## src/rv_decoder_config.svh

```systemverilog
`ifndef RV_DECODER_CONFIG_SVH
`define RV_DECODER_CONFIG_SVH

// data path width, rv64
`define XLEN 64

// base instruction length, no compressed support
`define INST_WIDTH 32

// 32 integer registers
`define REG_ADDR_WIDTH 5

`endif
```

## src/rv_isa_pkg.sv

```systemverilog
`default_nettype none

`include "rv_decoder_config.svh"

package rv_isa_pkg;

    typedef logic [6:0] opcode_t;
    typedef logic [2:0] funct3_t;
    typedef logic [6:0] funct7_t;
    typedef logic [`REG_ADDR_WIDTH-1:0] reg_addr_t;
    typedef logic [`INST_WIDTH-1:0] inst_t;

    // major opcodes, inst[6:0]
    localparam opcode_t OP_REG    = 7'b0110011;
    localparam opcode_t OP_IMM    = 7'b0010011;
    localparam opcode_t OP_REG_W  = 7'b0111011;   // 32-bit word ops
    localparam opcode_t OP_IMM_W  = 7'b0011011;
    localparam opcode_t OP_LOAD   = 7'b0000011;
    localparam opcode_t OP_STORE  = 7'b0100011;
    localparam opcode_t OP_BRANCH = 7'b1100011;
    localparam opcode_t OP_JAL    = 7'b1101111;
    localparam opcode_t OP_JALR   = 7'b1100111;
    localparam opcode_t OP_LUI    = 7'b0110111;
    localparam opcode_t OP_AUIPC  = 7'b0010111;

    // full encoding, all other fields zero
    localparam inst_t INST_EBREAK = 32'h0010_0073;

    localparam funct7_t FUNCT7_MULDIV = 7'b0000001;
    localparam funct7_t FUNCT7_ALT    = 7'b0100000;   // sub, sra

endpackage

`default_nettype wire

```

## src/rv_ctrl_pkg.sv

```systemverilog
`default_nettype none

package rv_ctrl_pkg;

    typedef enum logic [4:0] {
        ALU_ADD, ALU_SUB, ALU_AND, ALU_OR, ALU_XOR, ALU_SLT, ALU_SLTU, ALU_SLL, ALU_SRL,
        ALU_SRA, ALU_MUL, ALU_DIV, ALU_DIVU, ALU_REM, ALU_REMU, ALU_BEQ, ALU_BNE, ALU_BLT,
        ALU_BGE, ALU_BLTU, ALU_BGEU
    } alu_op_t;

    // second operand source
    typedef enum logic [1:0] {SRC_REG, SRC_IMM, SRC_PC_FOUR, SRC_PC_IMM} alu_src_t;

    typedef enum logic [2:0] {
        IMM_NONE, IMM_I, IMM_S, IMM_B, IMM_U, IMM_J, IMM_SHAMT
    } imm_fmt_t;

    typedef enum logic [1:0] {SIZE_BYTE, SIZE_HALF, SIZE_WORD, SIZE_DOUBLE} mem_size_t;

    typedef struct packed {
        logic                  reg_wen;
        rv_isa_pkg::reg_addr_t rd;
        rv_isa_pkg::reg_addr_t rs1;
        rv_isa_pkg::reg_addr_t rs2;
        alu_op_t               alu_op;
        alu_src_t              alu_src;
        imm_fmt_t              imm_fmt;
        logic                  branch;
        logic                  jump;
        logic                  jalr;
        logic                  mem_read;
        logic                  mem_write;
        mem_size_t             mem_size;
        logic                  load_unsigned;
        logic                  word_op;        // result truncated to 32 bits
        logic                  illegal;
        logic                  ebreak;
    } ctrl_t;

endpackage

`default_nettype wire

```

## src/rv_decoder_top.sv

```systemverilog
`timescale 1ns/1ps
`default_nettype none

`include "rv_decoder_config.svh"

module rv_decoder_top (
    input  logic                   clk,
    input  logic                   reset,
    input  logic                   inst_valid,
    input  rv_isa_pkg::inst_t      inst,
    output logic                   out_valid,
    output logic                   reg_wen,
    output rv_isa_pkg::reg_addr_t  rd,
    output rv_isa_pkg::reg_addr_t  rs1,
    output rv_isa_pkg::reg_addr_t  rs2,
    output rv_ctrl_pkg::alu_op_t   alu_op,
    output rv_ctrl_pkg::alu_src_t  alu_src,
    output logic                   branch,
    output logic                   jump,
    output logic                   jalr,
    output logic                   mem_read,
    output logic                   mem_write,
    output rv_ctrl_pkg::mem_size_t mem_size,
    output logic                   load_unsigned,
    output logic                   word_op,
    output logic                   illegal,
    output logic                   ebreak,
    output logic [`XLEN-1:0]       imm
);

    import rv_isa_pkg::*;
    import rv_ctrl_pkg::*;

    ctrl_t ctrl_d;
    ctrl_t ctrl_q;
    inst_t inst_q;
    logic  stage_valid;

    ctrl_decode decode_i (
        .inst (inst),
        .ctrl (ctrl_d)
    );

    decode_pipe_reg #(.payload_t(ctrl_t)) ctrl_stage_i (
        .clk       (clk),
        .reset     (reset),
        .in_valid  (inst_valid),
        .in_data   (ctrl_d),
        .out_valid (stage_valid),
        .out_data  (ctrl_q)
    );

    // raw bits travel alongside for immediate extraction
    decode_pipe_reg #(.payload_t(inst_t)) inst_stage_i (
        .clk       (clk),
        .reset     (reset),
        .in_valid  (inst_valid),
        .in_data   (inst),
        .out_valid (),
        .out_data  (inst_q)
    );

    imm_gen imm_gen_i (
        .clk           (clk),
        .reset         (reset),
        .in_valid      (stage_valid),
        .ctrl_in       (ctrl_q),
        .inst          (inst_q),
        .out_valid     (out_valid),
        .reg_wen       (reg_wen),
        .rd            (rd),
        .rs1           (rs1),
        .rs2           (rs2),
        .alu_op        (alu_op),
        .alu_src       (alu_src),
        .branch        (branch),
        .jump          (jump),
        .jalr          (jalr),
        .mem_read      (mem_read),
        .mem_write     (mem_write),
        .mem_size      (mem_size),
        .load_unsigned (load_unsigned),
        .word_op       (word_op),
        .illegal       (illegal),
        .ebreak        (ebreak),
        .imm           (imm)
    );

endmodule

`default_nettype wire

```

## src/imm_gen.sv

```systemverilog
`timescale 1ns/1ps
`default_nettype none

`include "rv_decoder_config.svh"

module imm_gen (
    input  logic                   clk,
    input  logic                   reset,
    input  logic                   in_valid,
    input  rv_ctrl_pkg::ctrl_t     ctrl_in,
    input  rv_isa_pkg::inst_t      inst,
    output logic                   out_valid,
    output logic                   reg_wen,
    output rv_isa_pkg::reg_addr_t  rd,
    output rv_isa_pkg::reg_addr_t  rs1,
    output rv_isa_pkg::reg_addr_t  rs2,
    output rv_ctrl_pkg::alu_op_t   alu_op,
    output rv_ctrl_pkg::alu_src_t  alu_src,
    output logic                   branch,
    output logic                   jump,
    output logic                   jalr,
    output logic                   mem_read,
    output logic                   mem_write,
    output rv_ctrl_pkg::mem_size_t mem_size,
    output logic                   load_unsigned,
    output logic                   word_op,
    output logic                   illegal,
    output logic                   ebreak,
    output logic [`XLEN-1:0]       imm
);

    import rv_ctrl_pkg::*;

    logic [`XLEN-1:0] imm_d;

    always_comb begin
        case (ctrl_in.imm_fmt)
            IMM_I: imm_d = {{(`XLEN-12){inst[31]}}, inst[31:20]};
            IMM_S: imm_d = {{(`XLEN-12){inst[31]}}, inst[31:25], inst[11:7]};
            IMM_B: imm_d = {{(`XLEN-12){inst[31]}}, inst[7], inst[30:25], inst[11:8], 1'b0};
            IMM_U: imm_d = {{(`XLEN-32){inst[31]}}, inst[31:12], 12'b0};
            IMM_J: imm_d = {{(`XLEN-20){inst[31]}}, inst[19:12], inst[20], inst[30:21], 1'b0};
            IMM_SHAMT: begin
                if (ctrl_in.word_op)
                    imm_d = {{(`XLEN-5){1'b0}}, inst[24:20]};
                else
                    imm_d = {{(`XLEN-6){1'b0}}, inst[25:20]};
            end
            default: imm_d = '0;   // none, and illegal
        endcase
    end

    // strobes only live while the stage is valid
    always_ff @(posedge clk) begin
        if (reset) begin
            out_valid <= 1'b0;
            reg_wen   <= 1'b0;
            branch    <= 1'b0;
            jump      <= 1'b0;
            jalr      <= 1'b0;
            mem_read  <= 1'b0;
            mem_write <= 1'b0;
            illegal   <= 1'b0;
            ebreak    <= 1'b0;
        end else begin
            out_valid <= in_valid;
            reg_wen   <= in_valid & ctrl_in.reg_wen;
            branch    <= in_valid & ctrl_in.branch;
            jump      <= in_valid & ctrl_in.jump;
            jalr      <= in_valid & ctrl_in.jalr;
            mem_read  <= in_valid & ctrl_in.mem_read;
            mem_write <= in_valid & ctrl_in.mem_write;
            illegal   <= in_valid & ctrl_in.illegal;
            ebreak    <= in_valid & ctrl_in.ebreak;
        end
    end

    always_ff @(posedge clk) begin
        if (in_valid) begin
            rd            <= ctrl_in.rd;
            rs1           <= ctrl_in.rs1;
            rs2           <= ctrl_in.rs2;
            alu_op        <= ctrl_in.alu_op;
            alu_src       <= ctrl_in.alu_src;
            mem_size      <= ctrl_in.mem_size;
            load_unsigned <= ctrl_in.load_unsigned;
            word_op       <= ctrl_in.word_op;
            imm           <= imm_d;
        end
    end

endmodule

`default_nettype wire

```

## src/decode_pipe_reg.sv

```systemverilog
`timescale 1ns/1ps
`default_nettype none

module decode_pipe_reg #(
    parameter type payload_t = logic
) (
    input  logic     clk,
    input  logic     reset,
    input  logic     in_valid,
    input  payload_t in_data,
    output logic     out_valid,
    output payload_t out_data
);

    always_ff @(posedge clk) begin
        if (reset) begin
            out_valid <= 1'b0;
        end else begin
            out_valid <= in_valid;   // one-cycle tag per strobe
        end
    end

    // holds last capture while idle
    always_ff @(posedge clk) begin
        if (in_valid) begin
            out_data <= in_data;
        end
    end

endmodule

`default_nettype wire

```

## src/ctrl_decode.sv

```systemverilog
`timescale 1ns/1ps
`default_nettype none

module ctrl_decode (
    input  rv_isa_pkg::inst_t  inst,
    output rv_ctrl_pkg::ctrl_t ctrl
);

    import rv_isa_pkg::*;
    import rv_ctrl_pkg::*;

    opcode_t   opcode;
    funct3_t   funct3;
    funct7_t   funct7;
    funct7_t   shift_f7;
    reg_addr_t rd;
    reg_addr_t rs1;
    reg_addr_t rs2;
    logic      word_grp;
    logic      bad;

    assign opcode = inst[6:0];
    assign funct3 = inst[14:12];
    assign funct7 = inst[31:25];
    assign rd     = inst[11:7];
    assign rs1    = inst[19:15];
    assign rs2    = inst[24:20];

    assign word_grp = (opcode == OP_REG_W) || (opcode == OP_IMM_W);
    // 64-bit shifts use inst[25] as shamt[5]
    assign shift_f7 = word_grp ? funct7 : {inst[31:26], 1'b0};

    always_comb begin
        ctrl = '0;
        bad  = 1'b0;
        if (inst == INST_EBREAK) begin
            ctrl.ebreak = 1'b1;
        end else begin
            case (opcode)
                OP_REG, OP_REG_W: begin
                    ctrl.reg_wen = 1'b1;
                    ctrl.rd      = rd;
                    ctrl.rs1     = rs1;
                    ctrl.rs2     = rs2;
                    ctrl.word_op = word_grp;
                    if (funct7 == FUNCT7_MULDIV) begin
                        case (funct3)
                            3'b000:  ctrl.alu_op = ALU_MUL;
                            3'b100:  ctrl.alu_op = ALU_DIV;
                            3'b101:  ctrl.alu_op = ALU_DIVU;
                            3'b110:  ctrl.alu_op = ALU_REM;
                            3'b111:  ctrl.alu_op = ALU_REMU;
                            default: bad = 1'b1;   // mulh family not supported
                        endcase
                    end else if (funct7 == '0 || funct7 == FUNCT7_ALT) begin
                        case (funct3)
                            3'b000:  ctrl.alu_op = (funct7 == FUNCT7_ALT) ? ALU_SUB : ALU_ADD;
                            3'b001:  ctrl.alu_op = ALU_SLL;
                            3'b010:  ctrl.alu_op = ALU_SLT;
                            3'b011:  ctrl.alu_op = ALU_SLTU;
                            3'b100:  ctrl.alu_op = ALU_XOR;
                            3'b101:  ctrl.alu_op = (funct7 == FUNCT7_ALT) ? ALU_SRA : ALU_SRL;
                            3'b110:  ctrl.alu_op = ALU_OR;
                            default: ctrl.alu_op = ALU_AND;
                        endcase
                        if (funct7 == FUNCT7_ALT && funct3 != 3'b000 && funct3 != 3'b101)
                            bad = 1'b1;
                        if (word_grp && !(funct3 inside {3'b000, 3'b001, 3'b101}))
                            bad = 1'b1;   // no word slt/xor/or/and
                    end else begin
                        bad = 1'b1;
                    end
                end
                OP_IMM, OP_IMM_W: begin
                    ctrl.reg_wen = 1'b1;
                    ctrl.rd      = rd;
                    ctrl.rs1     = rs1;
                    ctrl.alu_src = SRC_IMM;
                    ctrl.imm_fmt = IMM_I;
                    ctrl.word_op = word_grp;
                    case (funct3)
                        3'b000: ctrl.alu_op = ALU_ADD;
                        3'b010: ctrl.alu_op = ALU_SLT;
                        3'b011: ctrl.alu_op = ALU_SLTU;
                        3'b100: ctrl.alu_op = ALU_XOR;
                        3'b110: ctrl.alu_op = ALU_OR;
                        3'b111: ctrl.alu_op = ALU_AND;
                        3'b001: begin
                            ctrl.alu_op  = ALU_SLL;
                            ctrl.imm_fmt = IMM_SHAMT;
                            bad          = (shift_f7 != '0);
                        end
                        default: begin   // srli / srai
                            ctrl.alu_op  = (shift_f7 == FUNCT7_ALT) ? ALU_SRA : ALU_SRL;
                            ctrl.imm_fmt = IMM_SHAMT;
                            bad          = (shift_f7 != '0) && (shift_f7 != FUNCT7_ALT);
                        end
                    endcase
                    if (word_grp && !(funct3 inside {3'b000, 3'b001, 3'b101}))
                        bad = 1'b1;
                end
                OP_LOAD: begin
                    ctrl.reg_wen       = 1'b1;
                    ctrl.rd            = rd;
                    ctrl.rs1           = rs1;
                    ctrl.alu_src       = SRC_IMM;
                    ctrl.imm_fmt       = IMM_I;
                    ctrl.mem_read      = 1'b1;
                    ctrl.mem_size      = mem_size_t'(funct3[1:0]);
                    ctrl.load_unsigned = funct3[2];
                    bad                = (funct3 == 3'b111);   // no ldu
                end
                OP_STORE: begin
                    ctrl.rs1       = rs1;
                    ctrl.rs2       = rs2;
                    ctrl.alu_src   = SRC_IMM;
                    ctrl.imm_fmt   = IMM_S;
                    ctrl.mem_write = 1'b1;
                    ctrl.mem_size  = mem_size_t'(funct3[1:0]);
                    bad            = funct3[2];
                end
                OP_BRANCH: begin
                    ctrl.rs1     = rs1;
                    ctrl.rs2     = rs2;
                    ctrl.imm_fmt = IMM_B;
                    ctrl.branch  = 1'b1;
                    case (funct3)
                        3'b000:  ctrl.alu_op = ALU_BEQ;
                        3'b001:  ctrl.alu_op = ALU_BNE;
                        3'b100:  ctrl.alu_op = ALU_BLT;
                        3'b101:  ctrl.alu_op = ALU_BGE;
                        3'b110:  ctrl.alu_op = ALU_BLTU;
                        3'b111:  ctrl.alu_op = ALU_BGEU;
                        default: bad = 1'b1;
                    endcase
                end
                OP_JAL: begin
                    ctrl.reg_wen = 1'b1;
                    ctrl.rd      = rd;
                    ctrl.alu_src = SRC_PC_FOUR;   // link value
                    ctrl.imm_fmt = IMM_J;
                    ctrl.jump    = 1'b1;
                end
                OP_JALR: begin
                    ctrl.reg_wen = 1'b1;
                    ctrl.rd      = rd;
                    ctrl.rs1     = rs1;
                    ctrl.alu_src = SRC_PC_FOUR;
                    ctrl.imm_fmt = IMM_I;
                    ctrl.jump    = 1'b1;
                    ctrl.jalr    = 1'b1;
                    bad          = (funct3 != 3'b000);
                end
                OP_LUI, OP_AUIPC: begin
                    ctrl.reg_wen = 1'b1;
                    ctrl.rd      = rd;
                    ctrl.alu_src = (opcode == OP_LUI) ? SRC_IMM : SRC_PC_IMM;
                    ctrl.imm_fmt = IMM_U;
                end
                default: bad = 1'b1;
            endcase
        end
        // unknown encodings collapse to a bare flag
        if (bad) begin
            ctrl         = '0;
            ctrl.illegal = 1'b1;
        end
    end

endmodule

`default_nettype wire

```

## config.mk

```make
export PLATFORM = sky130hd
export DESIGN_NAME = rv_decoder_top
export DESIGN_NICKNAME = d
export VERILOG_FILES = /design/src/rv_isa_pkg.sv /design/src/rv_ctrl_pkg.sv /design/src/rv_decoder_top.sv /design/src/imm_gen.sv /design/src/decode_pipe_reg.sv /design/src/ctrl_decode.sv
export VERILOG_INCLUDE_DIRS = /design/src
export SDC_FILE = /design/constraint.sdc
export NUM_CORES = 1
export LEC_CHECK = 0
export BUFFER_PORTS_ARGS = -buffer_cell sky130_fd_sc_hd__buf_2
export CAP_MARGIN = 20
export CORE_MARGIN = 4
export CORE_UTILIZATION = 41
export DETAILED_ROUTE_END_ITERATION = 10
export SLEW_MARGIN = 10
export SYNTH_ARGS = -nofsm -noshare
export SYNTH_HDL_FRONTEND = slang
export SYNTH_SLANG_ARGS = --single-unit
export TNS_END_PERCENT = 1
```

## constraint.sdc

```tcl
create_clock -name clk -period 2.6 [get_ports clk]
set_input_delay 0.13 -clock clk [delete_from_list [all_inputs] [get_ports clk]]
set_output_delay 0.13 -clock clk [all_outputs]
set_load 0.01 [all_outputs]
```

==> metrics.md <==
| Metric | Value |
|---|---|
| Die area | `15,400 µm²` |
| Routed vias | `about 3,700` |
| CTS sink cnt | `130` |
| MaxCap Viol Count | `0` |
| Max Root-Sink Buffers | `2` |
| Min Clock Period, post-route | `2.12 ns` |
| Pre-antenna DRT Iters | `4` |
| Area growth, synth to finish | `25.4%` |
| Wirelength per Cell | `16.9 µm` |
| IO Port Bufs | `~130` |
| DRT iter0 DRCs | `222` |
| Yosys Warn Count | `0` |
| Final Skew | `between 0.015 and 0.02 ns` |
| PwrDens | `around 750 nW/µm²` |
| Setup violators final | `0` |
| Static leakage | `~2.6 nW` |
| Crit-path slowest cell | `dlygate4sd3_1` |
| CTS clk-pin slew, worst paths | `~0.05 ns` |
| All-layer global routing usage | `0.162` |
| Largest net degree at the start of global routing | `40` |
| Overflow after GRT | `0` |
| DIE HEIGHT | `between 100 and 150 µm` |
| IO Pins | `approximately 130` |
| H-tree levels | `4` |
| RSZ-0062 raised after global routing | `false` |
| Routability Congestion | `0.872` |
| Antenna violations before repair | `0` |
| Worst-path cell chain | `dlygate4sd3_1 > buf_2 > or3_4 > o31ai_1 > a211oi_1 > a211o_1 > buf_4 > nor3b_1` |
| Net Count, Synth | `roughly 440` |
| Setup Crit Path Kind | `in2reg` |
| Synth Instances | `a little over 400` |
| Num rows | `42` |
| HPWL after DPL | `8.57 mm` |
| Post-synth cell types | `53` |
| Final net count | `approximately 570` |
| Slew Limit Fails | `0` |
| Primary FF master, synth | `edfxtp_1` |
| Slew @ Worst Pin | `about 0.77 ns` |
| DRC | `0` |
| Post-CTS Resized | `0` |
| #FFs+latches synth | `between 100 and 150` |
| Routed WL | `between 10 and 15 mm` |
| Crit path launch type | `input port` |
| Synth Area per Inst | `between 10 and 15 µm²` |
| Rel. slew slack | `0.484` |
| Number of synthesized flops with an enable pin | `120` |
| WP data required | `roughly 2.8 ns` |
| Sequential share of the synthesized area | `0.689` |
| Post-DRT Antenna Nets | `0` |
| Critical Path End Type | `flip-flop` |
| Mapped cell area | `approximately 5500 µm²` |
| Status | `finished clean` |
| Final period utilization | `0.814` |
| # diodes | `0` |
| Worst skew pair latency | `~0.41 ns` |
| Clk root buf | `clkbuf_16` |
| Initial Util | `0.419` |
| Crit path DAT | `approximately 2.3 ns` |
| Layout cells sized above 1 | `0.315` |
| Post-synthesis async set-or-reset flop share | `0` |
| Max Freq | `around 0.47 GHz` |
| CTS tree | `built` |
| Hold Fails Final Rpt | `0` |
| Min-delay worst type | `in2reg` |
| Vias per std cell | `around 5` |
| Die span in x | `124 µm` |
| Placeable Area | `approximately 13,000 µm²` |
| Largest stage delay on the critical path | `~0.54 ns` |
| Global-route wire length before repair | `18.8 mm` |
| Num CTS Buffers | `17` |
| Max VDD drop | `roughly 330 µV` |
| Filler instances | `~1,100` |
| Final setup TNS | `0 ns` |
| Vias in the first global route | `between 3,000 and 4,000` |
| Fin Hold WS | `between 0.03 and 0.04 ns` |
| Critical-path maximum fanout | `22` |
-- cell usage after synthesis, types with 6 or more instances --
| library cell | number | area share |
|---|---|---|
| a21o_1 | 21 | 0.029 |
| and2_1 | 15 | 0.017 |
| nand2_1 | 16 | 0.011 |
| a22o_1 | 8 | 0.013 |
| inv_1 | 10 | 0.0068 |
| o21ai_0 | 11 | 0.010 |
| edfxtp_1 | 120 | 0.65 |
| nor4_1 | 6 | 0.0068 |
| buf_2 | 7 | 0.0063 |
| a21oi_1 | 15 | 0.014 |
| nor3b_1 | 13 | 0.018 |
| buf_4 | 32 | 0.044 |
| nor2b_1 | 7 | 0.0079 |
| dfxtp_1 | 10 | 0.036 |
| clkbuf_1 | 12 | 0.0082 |
| nor3_1 | 9 | 0.0082 |
| nand3_1 | 9 | 0.0082 |
| nor2_1 | 31 | 0.021 |
-- registers in the layout, summed over array words and instances, names as in the netlist, 2 cells and up --
| name | cells |
|---|---|
| imm_gen_i.imm | 32 |
| imm_gen_i.alu_src | 2 |
| imm_gen_i.rs1 | 5 |
| imm_gen_i.rs2 | 5 |
| inst_stage_i.out_data | 25 |
| imm_gen_i.rd | 5 |
| imm_gen_i.alu_op | 5 |
| imm_gen_i.mem_size | 2 |
| ctrl_stage_i.out_data | 37 |
-- layer usage --
metal  up-vias  wire length [µm]  GRT usage
met1      1760              5070      0.197
met4         0               165     0.0657
met3        14               790     0.0418
met2       136              6250      0.275
met5         -                 0          0
li1       1763                 -          -
-- metrics by stage --
| step | worst slack [ns] | cell area, µm² | util | total power [mW] | std cells |
|---|---|---|---|---|---|
| finish | 0.485 | 6920 | 0.525 | 5.18 | 725 |
| global route | 0.311 | 6920 | 0.525 | 5.37 | 725 |
| CTS | 0.470 | 6920 | 0.525 | 5.23 | 725 |
| detailed placement | 0.514 | 6150 | 0.466 | 2.97 | 672 |
| global placement | 0.653 | 6150 | 0.466 | 2.96 | 672 |
| floorplan | 0.432 | 5520 | - | 2.79 | 409 |
-- critical path: cells and delay by family --
| kind | cells | cell delay, ns |
|---|---|---|
| compound gates | 3 | 0.67 |
| buf+inv | 3 | 0.91 |
| simple gates | 2 | 0.63 |
-- power breakdown --
part	leakage, nW	internal [mW]	switching (mW)
combinational	1.16	0.185	0.258
clock	0.275	1.43	0.801
sequential	1.20	2.44	0.0636
-- worst paths after layout --
kind                             start  slack, ns                        end  cells after the start
max                           inst[29]       0.48  ctrl_stage_i.out_data[33]                      8
max reg2reg  ctrl_stage_i.out_data[12]       0.73          imm_gen_i.imm[20]                      4
min reg2reg  ctrl_stage_i.out_data[31]       0.42            imm_gen_i.rd[0]                      0
min                           inst[30]       0.04  inst_stage_i.out_data[30]                      1
-- layout by cell type (no fill, tap or decap), drive strengths merged, types with 3 or more instances in the layout --
master,instances
dfxtp,10
a21o,21
a31oi,5
o32ai,3
nor4,7
buf,139
and2,16
clkbuf,26
nor3b,14
a22o,8
or3,5
a21oi,15
nor2,31
or2,3
o21ai,11
edfxtp,120
nor4b,3
nand2,16
nor2b,7
nand3,9
nor3,9
nand2b,5
inv,10
clkinv,4
dlygate4sd3,21
-- kinds of logic after synthesis --
kind of cell | count (synthesis) | synth area share
compound gates | 81 | 0.102
fa+ha+maj | 1 | 0.00181
buf+inv | 62 | 0.0669
flops | 130 | 0.689
mux | 3 | 0.00589
simple gates | 132 | 0.135
-- final cells by class --
class | count | area (µm²) | share of cell area
sequential | 130 | 3800 | 0.550
multi-input combinational | 217 | 1350 | 0.195
timing repair buffer | 160 | 946 | 0.137
clock buffer | 26 | 509 | 0.0736
tap | 176 | 220 | 0.0318
clock inverter | 6 | 55.1 | 0.00796
inverter | 10 | 37.5 | 0.00542
-- timing repair --
item                                    4_1_cts  5_1_grt
hold buffers                                 21        0
setup buffers                                 0        0
hold endpoints to repair                     21        0
endpoints found under the setup margin        0        0
(Power assumes the default switching activity.)
